File: src/source/ebusPkg.sv
//////////////////////////////////////////////////////////////////////
// EBUS function codes, board select codes and default widths shared
// by the arbiter, the controller, the boards and the testbench
//////////////////////////////////////////////////////////////////////
package ebusPkg;

  // EBUS function field
  typedef enum logic [1:0] {
    conO = 2'd0,                        // Write control
    conI = 2'd1,                        // Read status
    datO = 2'd2,                        // Write data
    datI = 2'd3                         // Read data
  } ebusFunc;

  // Controller select code
  typedef logic [2:0] ebusCs;

  localparam ebusCs csApr = 3'd0;
  localparam ebusCs csPic = 3'd1;
  localparam ebusCs csMtr = 3'd2;

  // Default EBUS word width
  localparam int ebusWidth = 36;

  // Interrupt levels 1 to 7
  localparam int piLevels = 7;

  // Default meter counter width
  localparam int meterWidth = 24;

endpackage

File: src/source/aprBoard.sv
//////////////////////////////////////////////////////////////////////
// Processor board with a condition and a data register on the EBUS
//////////////////////////////////////////////////////////////////////
`timescale 1ns/1ps

module aprBoard #(
  parameter int ebusWidth = ebusPkg::ebusWidth
) (
  input  logic                 clk,
  input  logic                 reset,
  input  logic                 sel,
  input  logic                 demand,
  input  ebusPkg::ebusFunc     func,
  input  logic [ebusWidth-1:0] dataIn,
  output logic                 driving,
  output logic [ebusWidth-1:0] data
);

  logic [ebusWidth-1:0] condReg;
  logic [ebusWidth-1:0] dataReg;
  logic                 strobe;

  assign strobe = sel & demand;

  assign driving = strobe & (func == ebusPkg::conI || func == ebusPkg::datI);
  assign data    = (func == ebusPkg::conI) ? condReg : dataReg;

  always_ff @(posedge clk) begin
    if (reset) begin
      condReg <= '0;
      dataReg <= '0;
    end else if (strobe) begin
      if (func == ebusPkg::conO) condReg <= dataIn;
      if (func == ebusPkg::datO) dataReg <= dataIn;
    end
  end

endmodule

File: src/source/ebusArbiter.sv
//////////////////////////////////////////////////////////////////////
// Round-robin arbiter giving the EBUS to one of two front-end channels
//////////////////////////////////////////////////////////////////////
`timescale 1ns/1ps

module ebusArbiter (
  input  logic clk,
  input  logic reset,
  input  logic req0,
  input  logic req1,
  input  logic busDone,
  output logic grant0,
  output logic grant1
);

  logic lastWinner;                     // 1 when channel 1 won last
  logic busFree;

  assign busFree = ~grant0 & ~grant1;

  always_ff @(posedge clk) begin
    if (reset) begin
      grant0     <= 1'b0;
      grant1     <= 1'b0;
      lastWinner <= 1'b1;               // Channel 0 goes first
    end else if (busFree) begin
      if (req0 && req1) begin
        // With both asking the loser of last time gets it
        if (lastWinner) begin
          grant0     <= 1'b1;
          lastWinner <= 1'b0;
        end else begin
          grant1     <= 1'b1;
          lastWinner <= 1'b1;
        end
      end else if (req0) begin
        grant0     <= 1'b1;
        lastWinner <= 1'b0;
      end else if (req1) begin
        grant1     <= 1'b1;
        lastWinner <= 1'b1;
      end
    end else begin
      // Hold until the winner lets go and the controller is finished
      if (grant0 && !req0 && !busDone) begin
        grant0 <= 1'b0;
      end
      if (grant1 && !req1 && !busDone) begin
        grant1 <= 1'b0;
      end
    end
  end

endmodule

File: src/source/ebusController.sv
//////////////////////////////////////////////////////////////////////
// Runs the granted channel's transaction on the EBUS, strobes the
// addressed board and returns the bus data with a four-phase ack
//////////////////////////////////////////////////////////////////////
`timescale 1ns/1ps

module ebusController #(
  parameter int ebusWidth = ebusPkg::ebusWidth
) (
  input  logic                   clk,
  input  logic                   reset,
  input  logic                   grant0,
  input  logic                   grant1,
  input  logic                   feReq0,
  input  logic                   feReq1,
  input  ebusPkg::ebusFunc       feFunc0,
  input  ebusPkg::ebusFunc       feFunc1,
  input  ebusPkg::ebusCs         feCs0,
  input  ebusPkg::ebusCs         feCs1,
  input  logic [ebusWidth-1:0]   feDataIn0,
  input  logic [ebusWidth-1:0]   feDataIn1,
  input  logic                   aprDriving,
  input  logic [ebusWidth-1:0]   aprData,
  input  logic                   picDriving,
  input  logic [ebusWidth-1:0]   picData,
  input  logic                   mtrDriving,
  input  logic [ebusWidth-1:0]   mtrData,
  output ebusPkg::ebusFunc       ebusFuncOut,
  output logic [ebusWidth-1:0]   ebusDataOut,
  output logic                   demand,
  output logic                   aprSel,
  output logic                   picSel,
  output logic                   mtrSel,
  output logic                   feAck0,
  output logic                   feAck1,
  output logic [ebusWidth-1:0]   feDataOut0,
  output logic [ebusWidth-1:0]   feDataOut1,
  output logic                   busDone
);

  typedef enum logic [1:0] {stIdle, stLatch, stStrobe, stAck} ctlState;

  ctlState              state;
  logic                 owner;          // Channel being served
  ebusPkg::ebusFunc     funcReg;
  ebusPkg::ebusCs       csReg;
  logic [ebusWidth-1:0] dataReg;
  logic [ebusWidth-1:0] busData;
  logic                 start;
  logic                 ownerReq;
  logic                 ackRelease;

  assign start      = (grant0 & feReq0) | (grant1 & feReq1);
  assign ownerReq   = owner ? feReq1 : feReq0;
  assign ackRelease = (state == stAck) & ~ownerReq;
  // Stays high through the ack phase so the arbiter keeps the grant
  assign busDone    = (state != stIdle) & ~ackRelease;

  assign ebusFuncOut = funcReg;
  assign ebusDataOut = dataReg;

  ////////////////////////////////////////////////////////////////////
  // EBUS data mux where the first driving board wins
  always_comb begin
    case (1'b1)
      aprDriving: busData = aprData;
      picDriving: busData = picData;
      mtrDriving: busData = mtrData;
      default:    busData = '0;
    endcase
  end

  ////////////////////////////////////////////////////////////////////
  // Transaction sequence
  always_ff @(posedge clk) begin
    if (reset) begin
      state  <= stIdle;
      owner  <= 1'b0;
      demand <= 1'b0;
      aprSel <= 1'b0;
      picSel <= 1'b0;
      mtrSel <= 1'b0;
      feAck0 <= 1'b0;
      feAck1 <= 1'b0;
    end else begin
      case (state)
        stIdle: begin
          if (start) begin
            owner <= grant1;
            state <= stLatch;
          end
        end
        stLatch: begin
          // Unknown cs leaves every select low
          demand <= 1'b1;
          aprSel <= (csReg == ebusPkg::csApr);
          picSel <= (csReg == ebusPkg::csPic);
          mtrSel <= (csReg == ebusPkg::csMtr);
          state  <= stStrobe;
        end
        stStrobe: begin
          demand <= 1'b0;
          aprSel <= 1'b0;
          picSel <= 1'b0;
          mtrSel <= 1'b0;
          feAck0 <= ~owner;
          feAck1 <= owner;
          state  <= stAck;
        end
        stAck: begin
          if (ackRelease) begin
            feAck0 <= 1'b0;
            feAck1 <= 1'b0;
            state  <= stIdle;
          end
        end
        default: state <= stIdle;
      endcase
    end
  end

  // Request latch and read capture
  always_ff @(posedge clk) begin
    if (reset) begin
      funcReg    <= ebusPkg::conO;
      csReg      <= '0;
      dataReg    <= '0;
      feDataOut0 <= '0;
      feDataOut1 <= '0;
    end else begin
      if (state == stIdle && start) begin
        funcReg <= grant1 ? feFunc1 : feFunc0;
        csReg   <= grant1 ? feCs1 : feCs0;
        dataReg <= grant1 ? feDataIn1 : feDataIn0;
      end
      if (state == stStrobe) begin
        if (owner) feDataOut1 <= busData;
        else       feDataOut0 <= busData;
      end
    end
  end

endmodule

File: src/source/ebusSubsystem.sv
//////////////////////////////////////////////////////////////////////
// EBUS slice top level; two front-end channels, arbiter, controller
// and the apr, pic and mtr boards
//////////////////////////////////////////////////////////////////////
`timescale 1ns/1ps

module ebusSubsystem #(
  parameter int ebusWidth  = ebusPkg::ebusWidth,
  parameter int meterWidth = ebusPkg::meterWidth
) (
  input  logic                          clk,
  input  logic                          reset,
  input  logic [ebusPkg::piLevels-1:0]  irq,
  input  logic                          feReq0,
  input  ebusPkg::ebusFunc              feFunc0,
  input  ebusPkg::ebusCs                feCs0,
  input  logic [ebusWidth-1:0]          feDataIn0,
  output logic                          feAck0,
  output logic [ebusWidth-1:0]          feDataOut0,
  input  logic                          feReq1,
  input  ebusPkg::ebusFunc              feFunc1,
  input  ebusPkg::ebusCs                feCs1,
  input  logic [ebusWidth-1:0]          feDataIn1,
  output logic                          feAck1,
  output logic [ebusWidth-1:0]          feDataOut1
);

  logic grant0, grant1, busDone;

  // Common EBUS lines
  ebusPkg::ebusFunc     ebusFunc;
  logic [ebusWidth-1:0] ebusData;
  logic                 demand;
  logic                 aprSel, picSel, mtrSel;

  // Board drivers
  logic                 aprDriving, picDriving, mtrDriving;
  logic [ebusWidth-1:0] aprData, picData, mtrData;

  ebusArbiter i_ebusArbiter (
    .clk(clk), .reset(reset), .req0(feReq0), .req1(feReq1),
    .busDone(busDone), .grant0(grant0), .grant1(grant1)
  );

  ebusController #(.ebusWidth(ebusWidth)) i_ebusController (
    .clk(clk), .reset(reset), .grant0(grant0), .grant1(grant1),
    .feReq0(feReq0), .feReq1(feReq1), .feFunc0(feFunc0), .feFunc1(feFunc1),
    .feCs0(feCs0), .feCs1(feCs1), .feDataIn0(feDataIn0), .feDataIn1(feDataIn1),
    .aprDriving(aprDriving), .aprData(aprData), .picDriving(picDriving),
    .picData(picData), .mtrDriving(mtrDriving), .mtrData(mtrData),
    .ebusFuncOut(ebusFunc), .ebusDataOut(ebusData), .demand(demand),
    .aprSel(aprSel), .picSel(picSel), .mtrSel(mtrSel),
    .feAck0(feAck0), .feAck1(feAck1), .feDataOut0(feDataOut0),
    .feDataOut1(feDataOut1), .busDone(busDone)
  );

  aprBoard #(.ebusWidth(ebusWidth)) i_aprBoard (
    .clk(clk), .reset(reset), .sel(aprSel), .demand(demand), .func(ebusFunc),
    .dataIn(ebusData), .driving(aprDriving), .data(aprData)
  );

  picBoard #(.ebusWidth(ebusWidth)) i_picBoard (
    .clk(clk), .reset(reset), .sel(picSel), .demand(demand), .func(ebusFunc),
    .dataIn(ebusData), .irq(irq), .driving(picDriving), .data(picData)
  );

  mtrBoard #(.ebusWidth(ebusWidth), .meterWidth(meterWidth)) i_mtrBoard (
    .clk(clk), .reset(reset), .sel(mtrSel), .demand(demand), .func(ebusFunc),
    .dataIn(ebusData), .driving(mtrDriving), .data(mtrData)
  );

endmodule

File: src/source/mtrBoard.sv
//////////////////////////////////////////////////////////////////////
// Meter board; a time-base counter that counts clocks while enabled
//////////////////////////////////////////////////////////////////////
`timescale 1ns/1ps

module mtrBoard #(
  parameter int ebusWidth  = ebusPkg::ebusWidth,
  parameter int meterWidth = ebusPkg::meterWidth
) (
  input  logic                 clk,
  input  logic                 reset,
  input  logic                 sel,
  input  logic                 demand,
  input  ebusPkg::ebusFunc     func,
  input  logic [ebusWidth-1:0] dataIn,
  output logic                 driving,
  output logic [ebusWidth-1:0] data
);

  logic                  enable;
  logic [meterWidth-1:0] count;
  logic                  conWrite;

  assign conWrite = sel & demand & (func == ebusPkg::conO);

  assign driving = sel & demand & (func == ebusPkg::conI || func == ebusPkg::datI);
  assign data    = (func == ebusPkg::conI) ? ebusWidth'(enable) : ebusWidth'(count);

  always_ff @(posedge clk) begin
    if (reset) begin
      enable <= 1'b0;
      count  <= '0;
    end else begin
      if (conWrite) enable <= dataIn[0];
      if (conWrite && dataIn[1]) count <= '0;   // Clear beats counting
      else if (enable)           count <= count + 1'b1;
    end
  end

endmodule

File: src/source/picBoard.sv
//////////////////////////////////////////////////////////////////////
// Priority interrupt board; request bit n-1 holds level n, and level 1
// is the highest. Requests come from conO and the external irq lines
//////////////////////////////////////////////////////////////////////
`timescale 1ns/1ps

module picBoard #(
  parameter int ebusWidth = ebusPkg::ebusWidth
) (
  input  logic                          clk,
  input  logic                          reset,
  input  logic                          sel,
  input  logic                          demand,
  input  ebusPkg::ebusFunc              func,
  input  logic [ebusWidth-1:0]          dataIn,
  input  logic [ebusPkg::piLevels-1:0]  irq,
  output logic                          driving,
  output logic [ebusWidth-1:0]          data
);

  localparam int levelBits = $clog2(ebusPkg::piLevels + 1);

  logic [ebusPkg::piLevels-1:0] reqBits;
  logic [ebusPkg::piLevels-1:0] mask;
  logic [levelBits-1:0]         highest;   // 0 when nothing pending
  logic                         conWrite;

  assign mask     = dataIn[ebusPkg::piLevels-1:0];
  assign conWrite = sel & demand & (func == ebusPkg::conO);

  // Lowest index found last so level 1 wins
  always_comb begin
    highest = '0;
    for (int i = ebusPkg::piLevels - 1; i >= 0; i--) begin
      if (reqBits[i]) highest = levelBits'(i + 1);
    end
  end

  assign driving = sel & demand & (func == ebusPkg::conI || func == ebusPkg::datI);
  assign data    = (func == ebusPkg::conI) ? ebusWidth'({highest, 1'b0, reqBits}) : '0;

  always_ff @(posedge clk) begin
    if (reset) begin
      reqBits <= '0;
    end else begin
      if (conWrite && dataIn[7]) begin
        reqBits <= reqBits | mask | irq;  // Set wins over clear
      end else if (conWrite && dataIn[8]) begin
        reqBits <= (reqBits & ~mask) | irq;
      end else begin
        reqBits <= reqBits | irq;
      end
    end
  end

endmodule

File: config.mk
export PLATFORM = sky130hd
export DESIGN_NAME = ebusSubsystem
export DESIGN_NICKNAME = d
export VERILOG_FILES = /design/src/source/ebusPkg.sv /design/src/source/aprBoard.sv /design/src/source/ebusArbiter.sv /design/src/source/ebusController.sv /design/src/source/ebusSubsystem.sv /design/src/source/mtrBoard.sv /design/src/source/picBoard.sv
export SDC_FILE = /design/constraint.sdc
export NUM_CORES = 1
export LEC_CHECK = 0
export ABC_AREA = 1
export BUFFER_PORTS_ARGS = -buffer_cell sky130_fd_sc_hd__buf_2
export CORE_MARGIN = 5
export CORE_UTILIZATION = 40
export DETAILED_ROUTE_END_ITERATION = 7
export GPL_TIMING_DRIVEN = 0
export PLACE_DENSITY = 0.64
export REMOVE_ABC_BUFFERS = 1
export SETUP_SLACK_MARGIN = 0.3
export SLEW_MARGIN = 40
export SYNTH_ARGS = -nofsm -noshare
export SYNTH_HDL_FRONTEND = slang
export SYNTH_SLANG_ARGS = --single-unit
File: constraint.sdc
create_clock -name clk -period 2.1 [get_ports clk]
set_input_delay 0.315 -clock clk [delete_from_list [all_inputs] [get_ports clk]]
set_output_delay 0.315 -clock clk [all_outputs]
set_load 0.005 [all_outputs]
Yosys cells after proc, flatten, opt, wreduce, memory -nomap -nowiden
Index checks and enable logic that the tools add are counted.

Add/subtract/negate cells: 1. Equal/unequal tests: 15. Multiplexer cells: 43. Bitwise gates (word level): 25. Reduce and logical (&&, ||, !) cells: 33.

Operators with widths (count): $mux W36 (5); $or A7 B7 Y7 (4); $add A24 B1 Y24 const B (1); $mux W24 (1); $mux W3 (8); $mux W1 (16); $reduce_and A2 Y1 (8); $mux W7 (2); $and A1 B1 Y1 (13); $ne A3 B3 Y1 const B (4); $pmux W1 S2 (6); $mux W11 (1); $reduce_bool A2 Y1 (5); $logic_and A1 B1 Y1 (9); $eq A2 B2 Y1 const B (4); $pmux W2 S4 (1); $and A7 B7 Y7 (1); $not A7 Y7 (1); $mux W2 (3); $not A1 Y1 (5); $eq A2 B1 Y1 const B (2); $logic_not A2 Y1 (2); $ne A2 B1 Y1 const B (2); $reduce_and A4 Y1 (1); 10 further kinds (12).

Register bits: 229. Input bits: 93. Output and inout bits: 74. Word-level logic and storage cells: 138.

Logic depth before layout (Yosys ltp)
Word-level depth: 10. Gate-level depth with buffers: 11. Mapped depth without buffers: 11.

Cells and area by module
A second synthesis with hierarchy kept.

Cells, all modules: 1846. Area, all modules: 11982.7 um^2.

Modules (own cells, without submodules): ebusController (instances 1, cells each 854, area each 5713.0 um^2); aprBoard (instances 1, cells each 557, area each 3682.3 um^2); mtrBoard (instances 1, cells each 271, area each 1612.8 um^2); picBoard (instances 1, cells each 135, area each 787.0 um^2); ebusArbiter (instances 1, cells each 29, area each 187.7 um^2).

Worst setup path before layout
Ideal clock, no wire load.

Path kind: reg-to-reg. Start: register i_ebusController.state[0]. End: register i_ebusController.feDataOut0[10]. Library setup time: 0.128 ns. Data arrival time: 1.486 ns. Data required time: 1.972 ns. Setup slack: 0.486 ns. Cell stages (with the launch flop): 8. Buffers on the path: 2. Clock period less this slack: 1.614 ns. Cell sequence: dfxtp_1 -> inv_1 -> ha_1 -> inv_1 -> nor2_1 -> buf_2 -> clkbuf_1 -> a21oi_1.

Longest elaborated chain between the ends: 2.

RTL lines: start: declaration (RTL line ebusController.sv:43) `ctlState state;`; start signal: assignment (RTL line ebusController.sv:77) `state <= stIdle;`; start signal: assignment (RTL line ebusController.sv:90) `state <= stLatch;`; start signal: assignment (RTL line ebusController.sv:99) `state <= stStrobe;`; $eq A2 B2 Y1 (RTL line ebusController.sv:136) `if (state == stStrobe) begin`; $reduce_and A2 Y1 (no line); end signal: assignment (RTL line ebusController.sv:138) `else feDataOut0 <= busData;`; end: declaration (RTL line ebusController.sv:36) `output logic [ebusWidth-1:0] feDataOut0,`.

Every way passes these cells. A chain may end at the register's enable or synchronous reset.

Worst setup path after layout
Start: register i_ebusController.funcReg[0], in the netlist i_ebusController.ebusFuncOut[0]. End: register i_ebusController.feDataOut0[33].

Longest elaborated chain between the ends: 5. Elaborated cells between the ends (all ways): 8. Classes of those cells: eq/ne (2); mux (3); bitwise (2); reduce/logical (1).

RTL lines: start: declaration (RTL line ebusController.sv:45) `ebusPkg::ebusFunc funcReg;`; start signal: assignment (RTL line ebusController.sv:125) `funcReg <= ebusPkg::conO;`; start signal: assignment (RTL line ebusController.sv:132) `funcReg <= grant1 ? feFunc1 : feFunc0;`; $eq A2 B1 Y1 / $eq A2 B2 Y1 (equally long branches) (RTL line aprBoard.sv:25, aprBoard.sv:26, picBoard.sv:39); $logic_or A1 B1 Y1 (RTL line aprBoard.sv:25, picBoard.sv:39); $and A1 B1 Y1 (RTL line picBoard.sv:39) `assign driving = sel & demand & (func == ebusPkg::conI || func == ebusPkg::datI);`; $mux W36 (RTL line ebusController.sv:65) `case (1'b1)`; $mux W36 (*) (RTL line ebusController.sv:65).

Every way passes the cells marked *; elsewhere a longest branch is shown, timed or not.

==> out/results.md <==
## Floorplanning
- DIE HEIGHT: 164.6 um
- core area: 23470 um2
- num rows: 56
- floorplan die width: 164.6 um
- Die ar.: 27100 um2
- initial standard-cell utilization of the core: 40.74%
- I/O pin cnt: 167

## Timing
- final cycle utilization of the critical path: 83.12%
- count of pins over their slew limit: 0
- setup repair after global routing missed its margin: yes
- worst clock skew: 9.174 ps
- max frequency: 572.9 MHz
- shortest period the worst path allows: 1746 ps
- sum of negative setup slack: 0 ps
- smallest hold slack: 54.60 ps
- final hold violations: 0
- worst rel slew slack: 43.74%
- count of endpoints failing setup in the final report: 0
- Least-Margin Pin Slew: 843.0 ps

## Power
- Cell Pwr Density: 1118 nW/um2
- largest vdd supply drop: 0.5441 mV
- Clk pwr share: 35.2%
- logic gate share of total power: 23.1%
- internal cell power: 9308 uW
- static power due to leakage: 0.005094 uW
- fraction of power spent switching nets: 30.94%
- share of power burned in registers: 41.6%
- switching component of the power: 4169 uW

## Status
- outcome: finished, final reports clean

## Worst setup path
- maximum single-stage delay on the critical path: 670 ps
- combined buffer and inverter count along the critical path: 1
- Slowest cell on crit path: sky130_fd_sc_hd__nor2_2
- data required time of the worst path: 2480 ps
- worst endpoint data arrival time: 2130 ps
- CP endpoint kind: flop
- series of cell instances along the critical path: inv_2, nor2_2, nand2_1, o211ai_1, a21oi_1
- critical path class: flop to flop
- Worst path top cell family by delay: simple AND/OR/NAND/NOR gates
- critical path fanouts, max: 13
- R2R depth: 5
- Critical Path Start Type: flop
- instance count on the critical path: 5

## GRT
- initial antenna violation count: 0
- gr usage total: 19.72%
- pin count of the biggest net entering global routing: 85
- via count of the first global-routing pass: 8590
- Remaining Overflow, GRT: 0
- first-pass GRT wire length: 43.95 mm

## Synth
- largest family of logic cells by synthesized area: compound AO/OA/AOI/OAI gates
- number of instances in the synthesized netlist: 1286
- Netlist Area Pre-Place: 9562 um2
- warnings from Yosys: 0
- leading area contributor after synthesis: sky130_fd_sc_hd__dfxtp_1
- cell types occupying the most area after synthesis: sky130_fd_sc_hd__dfxtp_1 (48%), sky130_fd_sc_hd__o21ai_0 (10%), sky130_fd_sc_hd__nand2_1 (8.3%), sky130_fd_sc_hd__a21oi_1 (7.4%), sky130_fd_sc_hd__inv_1 (4.3%)
- post-synth top area share: 47.95%
- arithmetic-cell share of the synthesized area counting full adders, half adders and majority gates: 0.5234%
- area share of and/or/nand/nor cells after synthesis: 17.55%
- share of the yosys chip area belonging to registers: 47.95%
- xor/xnor cell area share of the yosys netlist: 0.5496%
- Netlist cell types: 35
- flip-flop and latch count after synthesis: 229
- proportion of synthesized area in mux cells: 0%
- compound-cell area share of the yosys netlist: 25.07%
- Avg Inst Size Synth: 7.435 um2

## Layout
- Post-Route Utilization: 51.38%
- synthesis-to-layout area growth: 26.12%
- share of post-route cells with drive strength above 1: 19.49%
- number of fill cells: 2292
- Antenna Diode Count: 0
- Post-layout nets: 1532
- cell area after layout: 12060 um2

## Drt
- first drt pass iteration count: 5
- drc violations: 0
- vias per inst: 5.195
- overall routed net length: 28.21 mm
- routed via count: 9201
- DR WL/cell: 15.93 um
- remaining antenna violation count after routing: 0
- number of DRC markers after the initial detailed-route iteration: 734

## Clock network
- Clk pin slew, worst setup/hold paths: 60 ps
- CTS sink cnt: 229
- number of levels in the clock H-tree: 1
- Max Buffers Root-to-Sink: 3
- Inserted Clock Buffers: 25
- clock tree from TritonCTS: done
- clk_lat worst skew: 510 ps
- clock root buffer: sky130_fd_sc_hd__clkbuf_16
- cts-stage hold buffer count: 0

## Hold path
- path category of the worst min-delay check: input port to flop
- number of cells on the worst hold path: 3

## Placed design
- final estimated routing congestion in global placement: 0.7993
- post-placement cell area: 10720 um2
- Port-buffer cells: 166
- estimated wirelength of the detail-placed design: 17.46 mm

## Run
- Max-Cap Viols: 0

-- layout by cell type, fill, tap and decap left out, drive strengths merged --
cell type,count
clkinvlp,3
inv,114
nand3,42
a31oi,41
o21a,2
clkbuf,36
o211ai,33
nor2,110
nor4,4
xor2,4
a211oi,1
nand2,214
buf,202
clkinv,6
or2,1
nand3b,1
xnor2,2
o21ai,202
a22oi,4
a21oi,141
a21o,7
ha,4
o311ai,1
o22ai,10
nand4,22
nor3,11
bufinv,5
dfxtp,229
-- stage by stage --
step | worst slack, ps | std cells | total power [uW]
after floorplan | -2105 | 1203 | 7116
after global placement | -5524 | 1688 | 8014
after detailed placement | -691.8 | 1699 | 8350
after CTS | 195.1 | 1752 | 13300
after global routing | 259.8 | 1771 | 14230
final | 354.4 | 1771 | 13480
-- worst paths after layout --
check	slack, ps	from	endpoint
setup reg to reg	350	i_ebusController.ebusFuncOut[0]	i_ebusController.feDataOut0[33]
hold reg to reg	450	i_aprBoard.condReg[7]	i_aprBoard.condReg[7]
setup / recovery	350	i_ebusController.ebusFuncOut[0]	i_ebusController.feDataOut0[33]
hold / removal	50	irq[4]	i_picBoard.reqBits[4]
-- state kept, by name (all words and copies together) (netlist names) --
name and flops:
i_ebusController.mtrSel 1, i_picBoard.reqBits 7, i_ebusController.feDataOut1 36, i_mtrBoard.count 24, i_mtrBoard.enable 1, i_ebusController.feAck1 1, i_aprBoard.dataReg 36, i_ebusController.feAck0 1
i_ebusController.picSel 1, i_ebusController.owner 1, i_ebusController.demand 1, i_ebusArbiter.grant1 1, i_ebusController.csReg 3, i_aprBoard.condReg 36, i_ebusController.state 2, i_ebusArbiter.lastWinner 1
i_ebusArbiter.grant0 1, i_ebusController.ebusDataOut 36, i_ebusController.ebusFuncOut 2, i_ebusController.aprSel 1, i_ebusController.feDataOut0 36
-- cell usage after synthesis --
master and n:
sky130_fd_sc_hd__o21ai_1 4, sky130_fd_sc_hd__dfxtp_1 229, sky130_fd_sc_hd__o21ai_0 198, sky130_fd_sc_hd__nor2_4 1
sky130_fd_sc_hd__nor3_4 1, sky130_fd_sc_hd__a21oi_1 141, sky130_fd_sc_hd__clkinv_1 4, sky130_fd_sc_hd__o211ai_1 33
sky130_fd_sc_hd__nor2_2 3, sky130_fd_sc_hd__buf_2 21, sky130_fd_sc_hd__o21a_1 2, sky130_fd_sc_hd__nor4_1 4
sky130_fd_sc_hd__buf_1 4, sky130_fd_sc_hd__nor3_2 1, sky130_fd_sc_hd__nand2_1 212, sky130_fd_sc_hd__inv_2 6
sky130_fd_sc_hd__o22ai_1 10, sky130_fd_sc_hd__nor2_1 105, sky130_fd_sc_hd__ha_1 4, sky130_fd_sc_hd__nand3b_1 1
sky130_fd_sc_hd__a22oi_1 4, sky130_fd_sc_hd__nor3_1 9, sky130_fd_sc_hd__clkbuf_1 56, sky130_fd_sc_hd__nand4_1 22
sky130_fd_sc_hd__nand3_1 42, sky130_fd_sc_hd__xor2_1 4, sky130_fd_sc_hd__buf_4 1, sky130_fd_sc_hd__xnor2_1 2
sky130_fd_sc_hd__a31oi_1 41, sky130_fd_sc_hd__o311ai_0 1, sky130_fd_sc_hd__a21o_1 7, sky130_fd_sc_hd__inv_1 110
sky130_fd_sc_hd__buf_6 1, sky130_fd_sc_hd__or2_2 1, sky130_fd_sc_hd__a211oi_1 1
-- worst min-delay path: stages --
cell and delay, ps:
sky130_fd_sc_hd__buf_2 80, sky130_fd_sc_hd__a21oi_1 30, sky130_fd_sc_hd__a21oi_1 100
-- power by group through the flow --
stage               Sequential (uW)  Combinational [uW]  Clock (uW)
detailed placement             5750                2600           0
global placement               5650                2360           0
floorplan                      5610                1510           0
finish                         5610                3120        4750
global route                   5700                3510        5020
CTS                            5620                2850        4830
-- cell type report --
cell class,count,area (um2),area share (%)
sequential,229,4601,38.15
multi-input combinational,857,4305,35.70
timing repair buffer,202,1301,10.79
clock buffer,36,788.3,6.537
inverter,120,541.8,4.493
tap,319,399.1,3.310
clock inverter,8,122.6,1.017
-- kinds of logic (layout without fill, tap and decap cells) --
kind of cell    Yosys count  in the layout
buf+inv                 203            366
simple gates            402            405
xor+xnor                  6              6
flops                   229            229
fa+ha+maj                 4              4
compound gates          442            442
-- metal layers --
| metal | vias up | part of all wire, % | GRT usage (%) |
|---|---|---|---|
| met5 | - | 0 | 0 |
| met4 | 0 | 1.7 | 4.764 |
| met3 | 33 | 5.9 | 2.770 |
| met2 | 260 | 47 | 32.04 |
| met1 | 4257 | 46 | 27.82 |
| li1 | 4651 | - | - |
-- what timing repair did --
action                                  CTS  global route
gates cloned                              0             3
resized for setup                        22            20
endpoints found under the hold margin     0             0
endpoints found under the setup margin  187           100
pin swaps                                 3             7
setup buffers                             9            16
Note: power is estimated with default switching activity, not from simulation.
